===== config.mk =====
export PLATFORM = sky130hd
export DESIGN_NAME = dmr_subsys_top
export DESIGN_NICKNAME = d
export VERILOG_FILES = /design/src/common/dmr_pkg.sv /design/src/hw/dmr_compare.sv /design/src/hw/dmr_recovery.sv /design/src/hw/dmr_ctrl/dmr_regs.sv /design/src/hw/dmr_ctrl/dmr_ctrl.sv /design/src/hw/dmr_subsys_top.sv
export VERILOG_INCLUDE_DIRS = /design/src /design/src/common
export SDC_FILE = /design/constraint.sdc
export NUM_CORES = 1
export LEC_CHECK = 0
export ABC_AREA = 0
export BUFFER_PORTS_ARGS = -buffer_cell sky130_fd_sc_hd__buf_2
export CORE_MARGIN = 2
export CORE_UTILIZATION = 40
export CTS_BUF_LIST = sky130_fd_sc_hd__clkbuf_8
export DETAILED_ROUTE_END_ITERATION = 16
export GPL_TIMING_DRIVEN = 0
export PLACE_DENSITY = 0.79
export SLEW_MARGIN = 5
export SYNTH_ARGS = -nofsm -noshare
export SYNTH_HDL_FRONTEND = slang
export SYNTH_HIERARCHICAL = 1
export SYNTH_SLANG_ARGS = --single-unit

===== constraint.sdc =====
create_clock -name clk_i -period 1.5 [get_ports clk_i]
set_input_delay 0.075 -clock clk_i [delete_from_list [all_inputs] [get_ports clk_i]]
set_output_delay 0.075 -clock clk_i [all_outputs]
set_load 0.03 [all_outputs]

===== src/common/dmr_defs.svh =====
// Size constants for the DMR lockstep subsystem
// Data path width, mismatch counter width and restore length
`ifndef DMR_DEFS_SVH
`define DMR_DEFS_SVH

// Width of a lane result word and of the register bus data
`define DMR_DATA_W 32

// Width of the saturating mismatch counter
`define DMR_CNT_W 8

// Number of cycles the state restore takes
`define DMR_RECOVERY_CYCLES 4

`endif


===== src/common/dmr_pkg.sv =====
// Shared types for the DMR lockstep subsystem
// Holds the redundancy mode and the register map addresses
`default_nettype none

package dmr_pkg;

  // Redundancy mode of the core pair
  typedef enum logic [1:0] {
    NON_DMR,
    DMR_RUN,
    DMR_RESTORE
  } dmr_mode_e;

  // Register map of the control block
  // REG_ENABLE    bit 0 enables lockstep
  // REG_CONFIG    bit 0 rapid recovery, bit 1 setback,
  //               bit 2 synch request, bit 3 force recovery
  // REG_STATUS    read only, bits 1:0 give the mode
  // REG_MISMATCH  reads the mismatch counter, any write clears it
  typedef enum logic [1:0] {
    REG_ENABLE,
    REG_CONFIG,
    REG_STATUS,
    REG_MISMATCH
  } dmr_reg_addr_e;

  // Bit positions inside REG_CONFIG
  localparam int unsigned CFG_RAPID_BIT   = 0;
  localparam int unsigned CFG_SETBACK_BIT = 1;
  localparam int unsigned CFG_SYNCH_BIT   = 2;
  localparam int unsigned CFG_FORCE_BIT   = 3;

endpackage

`default_nettype wire


===== src/hw/dmr_compare.sv =====
// Lane comparator for the lockstep pair
// Registers a one-cycle error for every valid cycle whose lane words differ
`timescale 1ns/1ns
`default_nettype none
`include "dmr_defs.svh"

module dmr_compare (
  input  logic                   clk_i,
  input  logic                   rst_ni,
  input  logic [`DMR_DATA_W-1:0] lane_a_data_i,
  input  logic [`DMR_DATA_W-1:0] lane_b_data_i,
  input  logic                   lane_valid_i,
  output logic                   dmr_error_o
);

  logic lanes_differ;
  logic mismatch;

  // Compared in every mode, the FSM decides whether it matters
  assign lanes_differ = (lane_a_data_i != lane_b_data_i);
  assign mismatch     = lane_valid_i && lanes_differ;

  // One pipeline stage, so consecutive mismatches give consecutive pulses
  always_ff @(posedge clk_i or negedge rst_ni) begin
    if (!rst_ni) begin
      dmr_error_o <= 1'b0;
    end else begin
      dmr_error_o <= mismatch;
    end
  end

endmodule

`default_nettype wire


===== src/hw/dmr_recovery.sv =====
// Recovery sequencer standing in for the cores' state restore
// Holds restore for a fixed number of cycles and pulses completion
`timescale 1ns/1ns
`default_nettype none
`include "dmr_defs.svh"

module dmr_recovery (
  input  logic clk_i,
  input  logic rst_ni,
  input  logic recovery_request_i,
  output logic restore_o,
  output logic recovery_finished_o
);

  localparam int unsigned cnt_w = $clog2(`DMR_RECOVERY_CYCLES + 1);
  localparam logic [cnt_w-1:0] last_cnt = cnt_w'(`DMR_RECOVERY_CYCLES - 1);

  typedef enum logic [1:0] {REC_IDLE, REC_RESTORE, REC_DONE} rec_state_e;

  rec_state_e       state_q;
  logic [cnt_w-1:0] cnt_q;

  // Restore starts in the same cycle the request rises
  assign restore_o           = recovery_request_i && (state_q != REC_DONE);
  assign recovery_finished_o = restore_o && (cnt_q == last_cnt);

  always_ff @(posedge clk_i or negedge rst_ni) begin
    if (!rst_ni) begin
      state_q <= REC_IDLE;
      cnt_q   <= '0;
    end else begin
      case (state_q)
        REC_IDLE, REC_RESTORE: begin
          if (!recovery_request_i) begin
            state_q <= REC_IDLE;
            cnt_q   <= '0;
          end else if (recovery_finished_o) begin
            state_q <= REC_DONE;
            cnt_q   <= '0;
          end else begin
            state_q <= REC_RESTORE;
            cnt_q   <= cnt_q + 1'b1;
          end
        end
        // Rearm only after the request has been dropped
        default: if (!recovery_request_i) state_q <= REC_IDLE;
      endcase
    end
  end

endmodule

`default_nettype wire


===== src/hw/dmr_ctrl/dmr_regs.sv =====
// Register slave of the DMR subsystem on a four-phase req/ack bus
// Holds enable, configuration and the saturating mismatch counter
`timescale 1ns/1ns
`default_nettype none
`include "dmr_defs.svh"

module dmr_regs (
  input  logic                   clk_i,
  input  logic                   rst_ni,
  input  logic                   reg_req_i,
  input  logic                   reg_we_i,
  input  dmr_pkg::dmr_reg_addr_e reg_addr_i,
  input  logic [`DMR_DATA_W-1:0] reg_wdata_i,
  input  dmr_pkg::dmr_mode_e     mode_i,
  input  logic                   mismatch_incr_i,
  input  logic                   force_clear_i,
  output logic [`DMR_DATA_W-1:0] reg_rdata_o,
  output logic                   reg_ack_o,
  output logic                   cfg_enable_o,
  output logic                   cfg_rapid_recovery_o,
  output logic                   cfg_setback_o,
  output logic                   cfg_synch_req_o,
  output logic                   cfg_force_recovery_o
);
  import dmr_pkg::*;

  typedef enum logic {ACK_IDLE, ACK_HIGH} ack_state_e;

  ack_state_e             ack_q;
  logic                   access, wr_en, cnt_clear;
  logic                   enable_q;
  logic [3:0]             config_q;
  logic [`DMR_CNT_W-1:0]  mismatch_cnt_q;
  logic [`DMR_DATA_W-1:0] rdata_d, rdata_q;

  // An access happens once per request, while ack is still low
  assign access    = reg_req_i && (ack_q == ACK_IDLE);
  assign wr_en     = access && reg_we_i;
  assign cnt_clear = wr_en && (reg_addr_i == REG_MISMATCH);

  assign reg_ack_o            = (ack_q == ACK_HIGH);
  assign reg_rdata_o          = rdata_q;
  assign cfg_enable_o         = enable_q;
  assign cfg_rapid_recovery_o = config_q[CFG_RAPID_BIT];
  assign cfg_setback_o        = config_q[CFG_SETBACK_BIT];
  assign cfg_synch_req_o      = config_q[CFG_SYNCH_BIT];
  assign cfg_force_recovery_o = config_q[CFG_FORCE_BIT];

  always_comb begin
    rdata_d = '0;
    case (reg_addr_i)
      REG_ENABLE:   rdata_d[0] = enable_q;
      REG_CONFIG:   rdata_d[3:0] = config_q;
      REG_STATUS:   rdata_d[1:0] = mode_i;
      REG_MISMATCH: rdata_d[`DMR_CNT_W-1:0] = mismatch_cnt_q;
      default:      rdata_d = '0;
    endcase
  end

  always_ff @(posedge clk_i or negedge rst_ni) begin
    if (!rst_ni) begin
      ack_q          <= ACK_IDLE;
      enable_q       <= 1'b0;
      config_q       <= '0;
      mismatch_cnt_q <= '0;
      rdata_q        <= '0;
    end else begin
      case (ack_q)
        ACK_IDLE: if (reg_req_i) ack_q <= ACK_HIGH;
        ACK_HIGH: if (!reg_req_i) ack_q <= ACK_IDLE;
        default:  ack_q <= ACK_IDLE;
      endcase

      // Read data is captured at the access and held while ack is high
      if (access) begin
        rdata_q <= rdata_d;
      end

      if (wr_en && reg_addr_i == REG_ENABLE) begin
        enable_q <= reg_wdata_i[0];
      end

      // A software write wins over the FSM consuming the force bit
      if (wr_en && reg_addr_i == REG_CONFIG) begin
        config_q <= reg_wdata_i[3:0];
      end else if (force_clear_i) begin
        config_q[CFG_FORCE_BIT] <= 1'b0;
      end

      if (cnt_clear) begin
        mismatch_cnt_q <= '0;
      end else if (mismatch_incr_i && mismatch_cnt_q != '1) begin
        mismatch_cnt_q <= mismatch_cnt_q + 1'b1;
      end
    end
  end

  assert property (@(posedge clk_i) disable iff (!rst_ni)
    $rose(reg_ack_o) |-> $past(reg_req_i));

  // Once saturated the counter only leaves its maximum through a clear
  assert property (@(posedge clk_i) disable iff (!rst_ni)
    (mismatch_cnt_q == '1 && !cnt_clear) |=> (mismatch_cnt_q == '1));

endmodule

`default_nettype wire


===== src/hw/dmr_ctrl/dmr_ctrl.sv =====
// Lockstep mode FSM for a pair of cores
// Handles synchronised entry, guarded exit, rapid recovery and software resynch
`timescale 1ns/1ns
`default_nettype none

module dmr_ctrl (
  input  logic               clk_i,
  input  logic               rst_ni,
  input  logic               cfg_enable_i,
  input  logic               cfg_rapid_recovery_i,
  input  logic               cfg_setback_i,
  input  logic               cfg_synch_req_i,
  input  logic               cfg_force_recovery_i,
  input  logic               dmr_error_i,
  input  logic               recovery_finished_i,
  input  logic               fetch_en_i,
  input  logic               cores_synch_i,
  input  logic               bus_resp_ok_i,
  output dmr_pkg::dmr_mode_e mode_o,
  output logic               force_clear_o,
  output logic               mismatch_incr_o,
  output logic               recovery_request_o,
  output logic [1:0]         setback_o,
  output logic               sw_synch_req_o,
  output logic               sw_resynch_req_o,
  output logic               grp_in_independent_o,
  output logic               bus_hold_o
);
  import dmr_pkg::*;

  dmr_mode_e mode_d, mode_q;
  logic      synch_req, synch_req_sent_q;
  logic      resynch_req, resynch_req_sent_q;
  logic      cores_synch_q;

  assign mode_o               = mode_q;
  assign grp_in_independent_o = (mode_q == NON_DMR);
  assign recovery_request_o   = (mode_q == DMR_RESTORE);
  assign mismatch_incr_o      = dmr_error_i && (mode_q == DMR_RUN);

  // Requests pulse only on their first cycle
  assign sw_synch_req_o   = synch_req && !synch_req_sent_q;
  assign sw_resynch_req_o = resynch_req && !resynch_req_sent_q;

  always_comb begin
    mode_d        = mode_q;
    setback_o     = 2'b00;
    force_clear_o = 1'b0;
    synch_req     = 1'b0;
    resynch_req   = 1'b0;
    bus_hold_o    = 1'b0;

    case (mode_q)
      DMR_RUN: begin
        if (cfg_rapid_recovery_i) begin
          // Forced or detected error both start a restore
          if (cfg_force_recovery_i || dmr_error_i) begin
            mode_d = DMR_RESTORE;
          end
          force_clear_o = cfg_force_recovery_i;
        end else if (dmr_error_i) begin
          // Without hardware recovery software resynchronises the pair
          resynch_req = 1'b1;
        end
      end
      DMR_RESTORE: begin
        if (recovery_finished_i) begin
          mode_d = DMR_RUN;
        end
      end
      default: begin
        // Enter lockstep once the cores report they are aligned
        if (cfg_enable_i) begin
          synch_req = cfg_synch_req_i;
          if (cores_synch_q) begin
            if (cfg_rapid_recovery_i) begin
              mode_d = DMR_RESTORE;
            end else begin
              mode_d    = DMR_RUN;
              setback_o = 2'b11;
            end
          end
        end
      end
    endcase

    // Before the cores fetch, the mode simply follows the enable bit
    if (!fetch_en_i) begin
      if (cfg_enable_i) begin
        synch_req = 1'b0;
        mode_d    = DMR_RUN;
      end else begin
        mode_d = NON_DMR;
      end
    end

    // Leaving lockstep waits for outstanding bus responses
    if (mode_q == DMR_RUN && !cfg_enable_i) begin
      bus_hold_o = 1'b1;
      if (bus_resp_ok_i) begin
        if (cfg_setback_i) begin
          setback_o = 2'b10;
        end
        mode_d = NON_DMR;
      end
    end
  end

  always_ff @(posedge clk_i or negedge rst_ni) begin
    if (!rst_ni) begin
      mode_q             <= NON_DMR;
      synch_req_sent_q   <= 1'b0;
      resynch_req_sent_q <= 1'b0;
      cores_synch_q      <= 1'b0;
    end else begin
      mode_q             <= mode_d;
      synch_req_sent_q   <= synch_req;
      resynch_req_sent_q <= resynch_req;
      cores_synch_q      <= cores_synch_i;
    end
  end

  // Completion from the sequencer lasts a single cycle
  assert property (@(posedge clk_i) disable iff (!rst_ni)
    recovery_finished_i |=> !recovery_finished_i);

  // The sequencer reports completion only while a restore is requested
  assert property (@(posedge clk_i) disable iff (!rst_ni)
    recovery_finished_i |-> recovery_request_o);

endmodule

`default_nettype wire


===== src/hw/dmr_subsys_top.sv =====
// Top level of the DMR lockstep control subsystem
// Connects register slave, mode FSM, lane comparator and recovery sequencer
`timescale 1ns/1ns
`default_nettype none
`include "dmr_defs.svh"

module dmr_subsys_top (
  input  logic                   clk_i,
  input  logic                   rst_ni,
  input  logic                   reg_req_i,
  input  logic                   reg_we_i,
  input  dmr_pkg::dmr_reg_addr_e reg_addr_i,
  input  logic [`DMR_DATA_W-1:0] reg_wdata_i,
  output logic [`DMR_DATA_W-1:0] reg_rdata_o,
  output logic                   reg_ack_o,
  input  logic [`DMR_DATA_W-1:0] lane_a_data_i,
  input  logic [`DMR_DATA_W-1:0] lane_b_data_i,
  input  logic                   lane_valid_i,
  input  logic                   fetch_en_i,
  input  logic                   cores_synch_i,
  input  logic                   bus_resp_ok_i,
  output logic [1:0]             setback_o,
  output logic                   sw_synch_req_o,
  output logic                   sw_resynch_req_o,
  output logic                   grp_in_independent_o,
  output logic                   recovery_active_o,
  output logic                   restore_o,
  output logic                   bus_hold_o
);
  import dmr_pkg::*;

  dmr_mode_e mode;
  logic      cfg_enable, cfg_rapid_recovery, cfg_setback;
  logic      cfg_synch_req, cfg_force_recovery;
  logic      force_clear, mismatch_incr, dmr_error;
  logic      recovery_request, recovery_finished;

  assign recovery_active_o = recovery_request;

  dmr_regs i_regs (
    .clk_i                (clk_i),
    .rst_ni               (rst_ni),
    .reg_req_i            (reg_req_i),
    .reg_we_i             (reg_we_i),
    .reg_addr_i           (reg_addr_i),
    .reg_wdata_i          (reg_wdata_i),
    .mode_i               (mode),
    .mismatch_incr_i      (mismatch_incr),
    .force_clear_i        (force_clear),
    .reg_rdata_o          (reg_rdata_o),
    .reg_ack_o            (reg_ack_o),
    .cfg_enable_o         (cfg_enable),
    .cfg_rapid_recovery_o (cfg_rapid_recovery),
    .cfg_setback_o        (cfg_setback),
    .cfg_synch_req_o      (cfg_synch_req),
    .cfg_force_recovery_o (cfg_force_recovery)
  );

  dmr_ctrl i_ctrl (
    .clk_i                (clk_i),
    .rst_ni               (rst_ni),
    .cfg_enable_i         (cfg_enable),
    .cfg_rapid_recovery_i (cfg_rapid_recovery),
    .cfg_setback_i        (cfg_setback),
    .cfg_synch_req_i      (cfg_synch_req),
    .cfg_force_recovery_i (cfg_force_recovery),
    .dmr_error_i          (dmr_error),
    .recovery_finished_i  (recovery_finished),
    .fetch_en_i           (fetch_en_i),
    .cores_synch_i        (cores_synch_i),
    .bus_resp_ok_i        (bus_resp_ok_i),
    .mode_o               (mode),
    .force_clear_o        (force_clear),
    .mismatch_incr_o      (mismatch_incr),
    .recovery_request_o   (recovery_request),
    .setback_o            (setback_o),
    .sw_synch_req_o       (sw_synch_req_o),
    .sw_resynch_req_o     (sw_resynch_req_o),
    .grp_in_independent_o (grp_in_independent_o),
    .bus_hold_o           (bus_hold_o)
  );

  dmr_compare i_compare (
    .clk_i         (clk_i),
    .rst_ni        (rst_ni),
    .lane_a_data_i (lane_a_data_i),
    .lane_b_data_i (lane_b_data_i),
    .lane_valid_i  (lane_valid_i),
    .dmr_error_o   (dmr_error)
  );

  dmr_recovery i_recovery (
    .clk_i               (clk_i),
    .rst_ni              (rst_ni),
    .recovery_request_i  (recovery_request),
    .restore_o           (restore_o),
    .recovery_finished_o (recovery_finished)
  );

endmodule

`default_nettype wire


; Word level (Yosys, flattened, before mapping)
; Index checks and enable logic that the tools add are counted.
; Widths: inputs -> output; s select.
[totals]
mem_count = 0
output_inout_bits = 41
wordCells = 94
latchBits = 0
mem_bits_rw = 0
reg_bits = 33
in_bits = 106
romBits = 0
[classes]
multipliers = 0
muxes = 43
n_div = 0
bitwise = 1
n_lt_le_gt_ge = 0
n_shift = 0
add_sub_neg = 2
n_eq_ne = 11
reduce_logical = 24
[ops]
columns = operator, n
row1 = $mux 2, 20
row2 = $ne 32x32->1, 1
row3 = $mux 8, 2
row4 = $mux 1, 14
row5 = $logic_and 1x1->1, 13
row6 = $add 8x1->8 const B, 1
row7 = $ne 8x8->1 const B, 1
row8 = $pmux 2 s2, 2
row9 = $eq 2x1->1 const B, 3
row10 = $eq 2x2->1 const B, 3
row11 = $logic_not 2->1, 3
row12 = $mux 3, 2
row13 = $mux 4, 1
row14 = $ne 2x2->1 const B, 2
row15 = $pmux 1 s4, 1
row16 = $reduce_bool 2->1, 2
row17 = $reduce_or 2->1, 2
row18 = $add 3x1->3 const B, 1
row19 = $eq 3x2->1 const B, 1
row20 = $logic_not 1->1, 3
row21 = $pmux 1 s3, 1
row22 = $logic_or 1x1->1, 1
row23 = $not 1->1, 1

; Depth between registers and ports, before layout
[depth]
word_depth = 8
depth_mapped = 7
ltp_nobuf = 7

; By module
; The synthesis kept the hierarchy.
[modules_own_cells]
columns = module, cells_per_inst, area_each_um2, n_inst, seq_area_each_um2
row1 = dmr_regs, 120, 1290.0, 1, 550.5
row2 = dmr_compare, 44, 375.4, 1, 25.0
row3 = dmr_ctrl, 37, 347.8, 1, 125.1
row4 = dmr_recovery, 21, 264.0, 1, 125.1

; Least setup slack after synthesis
; Ideal clock, no wire load.
[synth_timing]
kind = reg-to-output
start = register i_ctrl.mode_q[1], in the netlist i_ctrl/mode_o[1]
end = output port setback_o[1]
path_stages_with_launch = 5
n_path_buf = 0
required_ps = 1425
setup_slack_ps = -512
arrival_ps = 1937
cell_sequence = dfrtp_1 inv_1 ha_1 nor4bb_2 a31o_2
[synth_between]
elab_chain_len = 6
elab_cells_between_ends = 8
cone_classes = 2 x eq/ne / 4 x mux / 2 x reduce/logical
[synth_lines]
columns = element, line_no
row1 = start: declaration, dmr_ctrl.sv:31  ; dmr_mode_e mode_d, mode_q;
row2 = start signal: assignment, dmr_ctrl.sv:116  ; mode_q <= mode_d;
row3 = $eq 2x1->1 or $eq 2x2->1 (tied branches), "dmr_ctrl.sv:53, dmr_ctrl.sv:98"
row4 = $reduce_or 2->1 (no line), -
row5 = $mux 2, dmr_ctrl.sv:53  ; case (mode_q)
row6 = $mux 2, dmr_ctrl.sv:101  ; if (cfg_setback_i) begin
row7 = $mux 2, dmr_ctrl.sv:100  ; if (bus_resp_ok_i) begin
row8 = $mux 2 *, dmr_ctrl.sv:98  ; if (mode_q == DMR_RUN && !cfg_enable_i) begin
row9 = end: declaration, dmr_subsys_top.sv:22  ; output logic [1:0] setback_o,
; Every way passes the cells marked *; elsewhere a longest branch is shown, timed or not.

; Worst setup path after layout
[layout_timing]
start = register i_ctrl.mode_q[0], in the netlist i_ctrl/mode_o[0]
end = register i_ctrl.mode_q[1], in the netlist i_ctrl/mode_o[1]
[layout_between]
elab_chain_len = 8
elab_cells_between_ends = 10
cone_classes = 2 x eq/ne / 5 x mux / 3 x reduce/logical
[layout_lines]
columns = element, line_no
row1 = $eq 2x2->1, "dmr_ctrl.sv:38, dmr_ctrl.sv:53"
row2 = $logic_and 1x1->1, dmr_recovery.sv:24  ; assign restore_o = recovery_request_i && (state_q != REC_DONE);
row3 = $logic_and 1x1->1, dmr_recovery.sv:25  ; assign recovery_finished_o = restore_o && (cnt_q == last_cnt);
row4 = $mux 2, dmr_ctrl.sv:67  ; if (recovery_finished_i) begin
row5 = $pmux 2 s2, dmr_ctrl.sv:53
row6 = $mux 2, dmr_ctrl.sv:88  ; if (!fetch_en_i) begin
row7 = $mux 2, dmr_ctrl.sv:100
row8 = $mux 2 *, dmr_ctrl.sv:98
row9 = net i_ctrl.mode_d[1], dmr_ctrl.sv:31
; Mark *: on every way through the listed nets, which the timed path passes. The rest lies on a longest branch.
; A chain may end at the register's enable or synchronous reset.

==> metrics.txt <==
Slew @ Worst Pin 0.757 ns; fillers 426; CTS tree done; violated checks setup timing; Non-Filler Instances 435; final worst slack -0.232 ns; area leader, netlist dfrtp_1; CTS root buffer clkbuf_8; # placed instances 409; fin crit share 1.15; critical path startpoint category register; Setup Skew 0.00348 ns; Post-Syn Area 0.00228 mm²; drt via density 4.80; Yosys Warn Count 6; TritonRoute pass-1 iters 5; count of cell types in the netlist 50; largest family of logic cells by synthesized area simple AND/OR/NAND/NOR gates; chip width 79.5 µm; num rows 27; first-pass GRT wire length 8800 µm; run status finished with violations; GR Overflow Total 0; Post-synth EDFFs 0; layout cells sized above 1 0.496; drt initial violations 99; number of CTS-inserted buffers 5; Ant. Diodes 0; Critical-path top delay cell dfrtp_1; hpwl dp 4120 µm; Synth Area in Compound Gates 0.124; WL/cell 13.0 µm; nets 473; Reg area 828 µm²; min cycle time layout 1.73 ns; HP Class in2reg; IO Pins 147; Crit path max-delay family compound AO/OA/AOI/OAI gates; flops & latches, synth 33; Area contributors post-synth dfrtp_1, xnor2_1, buf_4; CP required 1.68 ns; post-route setup TNS -1.16 ns; Setup-failing EPs final 7; placed instance area 0.00295 mm²; top-count cell post-synth dfrtp_1; fmax 577 MHz; portion of netlist area occupied by mux cells 0.0912; Mapped Cells 222; latest clock arrival within the worst-skew pair 0.29 ns; Power, Total 4.15 mW; H-tree levels 2; GR Util All Layers 0.176; Crit path buffers/inverters 3; initial antenna violation count 0; worst hold slack 0.0235 ns; post-route cell area 0.00329 mm²; # Max-Cap Violations 0; Synth top area share 0.363; Hold Fails Final Rpt 0; die height 79.5 µm; Area growth syn-to-layout 44.7%; critical path arrival 1.92 ns; Max FO, Critical Path 4; Starting Density 0.414; Vias 2089; Crit path largest cell delay 0.40 ns; Post-Synth Adder-Cell Area 0.0275; final RePlAce weighted congestion 0.751; Core ar. 0.00551 mm²; asr flop ratio synth 1.00; vias in the first global route 2070; RSZ-0062 raised after global routing yes; ys flop type dfrtp_1; DRC viols 0; I/O Buffers 92; Avg Cell Area, Syn 10.3 µm²; Post-Synth XOR/XNOR Area 0.123; CP endpoint kind register; Clock Path Buffers 2; routed wire length 5660 µm; WS Path Type reg2reg; Post-Synth Simple-Gate Area 0.173; Slew HR 0.496; ANT nets after route 0; PwrDens 1260 mW/mm²; Seq/Total Area, Yosys 0.363; Final Max Slew Viols 0; maximum VDD drop 702 µV; top post-synthesis cells by count dfrtp_1, xnor2_1, buf_4, nand4_1; Leak Pwr 1.62 nW; crit-path cells inv_2 -> ha_4 -> buf_4 -> buf_6 -> nor3_1 -> a311o_1 -> a211oi_2; Clock transition at path regs 0.06 ns; die area 0.00631 mm²; CTS sink cnt 33; area of the multi-input gates 0.00143 mm²; largest net degree at the start of global routing 34
per-layer routing:
layer  wire length [µm]  global-route usage  up-vias  share of wire
li1                   -                   -     1026              -
met1               2160               0.186      956           0.38
met2               3000               0.337      100           0.53
met3                392              0.0351        7          0.069
met4                 93              0.0672        0          0.016
met5                  0                   0        -              0
stage by stage:
stage	util	setup WS, ns
2_1_floorplan	-	-0.154
3_3_place_gp	0.536	-0.387
3_5_place_dp	0.536	-0.415
4_1_cts	0.587	-0.204
5_1_grt	0.598	-0.282
6_report	0.598	-0.232
cell usage in the layout, fill, tap and decap left out, drive strengths merged, types with 3 or more instances in the layout:
cell type,n
and3,4
mux2i,8
conb,24
o21ai,12
dfrtp,33
ha,5
nand4,11
a21oi,6
a22o,4
nor2b,6
o21bai,5
nor2,4
clkbuf,8
nor3,4
inv,7
nor3b,4
dlygate4sd3,3
nand3,3
buf,134
mux2,8
nand2,9
xnor2,32
a21boi,4
state kept, by name, summed over array words and instances, names as in the netlist:
signal and cells:
i_recovery/cnt_q 3, i_regs/mismatch_cnt_q 8, i_regs/reg_rdata_o 8, i_ctrl/resynch_req_sent_q 1, i_compare/dmr_error_o 1, i_regs/reg_ack_o 1, i_recovery/state_q 2, i_regs/config_q 4
i_ctrl/synch_req_sent_q 1, i_regs/cfg_enable_o 1, i_ctrl/mode_o 2, i_ctrl/cores_synch_q 1
repair_timing:
item,4_1_cts,5_1_grt
pin swaps,5,7
hold buffers,3,0
endpoints found under the setup margin,16,12
buffers inserted,10,5
resized for setup,22,8
hold endpoints to repair,35,0
path summary, 6_finish.rpt:
check | from | end | slack (ns) | depth (start not counted)
setup / recovery | i_ctrl/mode_o[0] | i_ctrl/mode_o[1] | -0.23 | 7
max in group asynchronous | rst_ni | i_regs/reg_ack_o | 0.59 | 2
min in group asynchronous | rst_ni | i_recovery/cnt_q[0] | 0.39 | 2
setup reg to reg | i_ctrl/mode_o[0] | i_ctrl/mode_o[1] | -0.23 | 7
hold / removal | reg_wdata_i[1] | i_regs/config_q[1] | 0.02 | 2
hold reg to reg | i_regs/reg_rdata_o[2] | i_regs/reg_rdata_o[2] | 0.48 | 2
worst register-to-register path, cell delays in order (launching register included):
cell and delay [ns]:
dfrtp_1 0.40, inv_2 0.08, ha_4 0.31, buf_4 0.12, buf_6 0.10, nor3_1 0.04
a311o_1 0.35, a211oi_2 0.21
logic make-up after synthesis:
family          after synthesis
other cells                   1
fa+ha+maj                     5
mux                          17
buf+inv                      34
flops                        33
compound gates               41
xor+xnor                     32
simple gates                 59
layout make-up:
type                       instances  area share
clock buffer                       6      0.0251
sequential                        33       0.251
buffer                            29      0.0615
multi-input combinational        178       0.434
inverter                           5     0.00722
clock inverter                     2     0.00228
timing repair buffer             110       0.191
tap                               72      0.0273
power by group:
part	internal, mW	switching (mW)	total, mW	leakage (nW)
Combinational	1.06	1.10	2.16	1.13
Clock	0.360	0.313	0.673	0.0538
Sequential	1.09	0.226	1.32	0.429
Total	2.51	1.64	4.15	1.62
(Power assumes the default switching activity.)
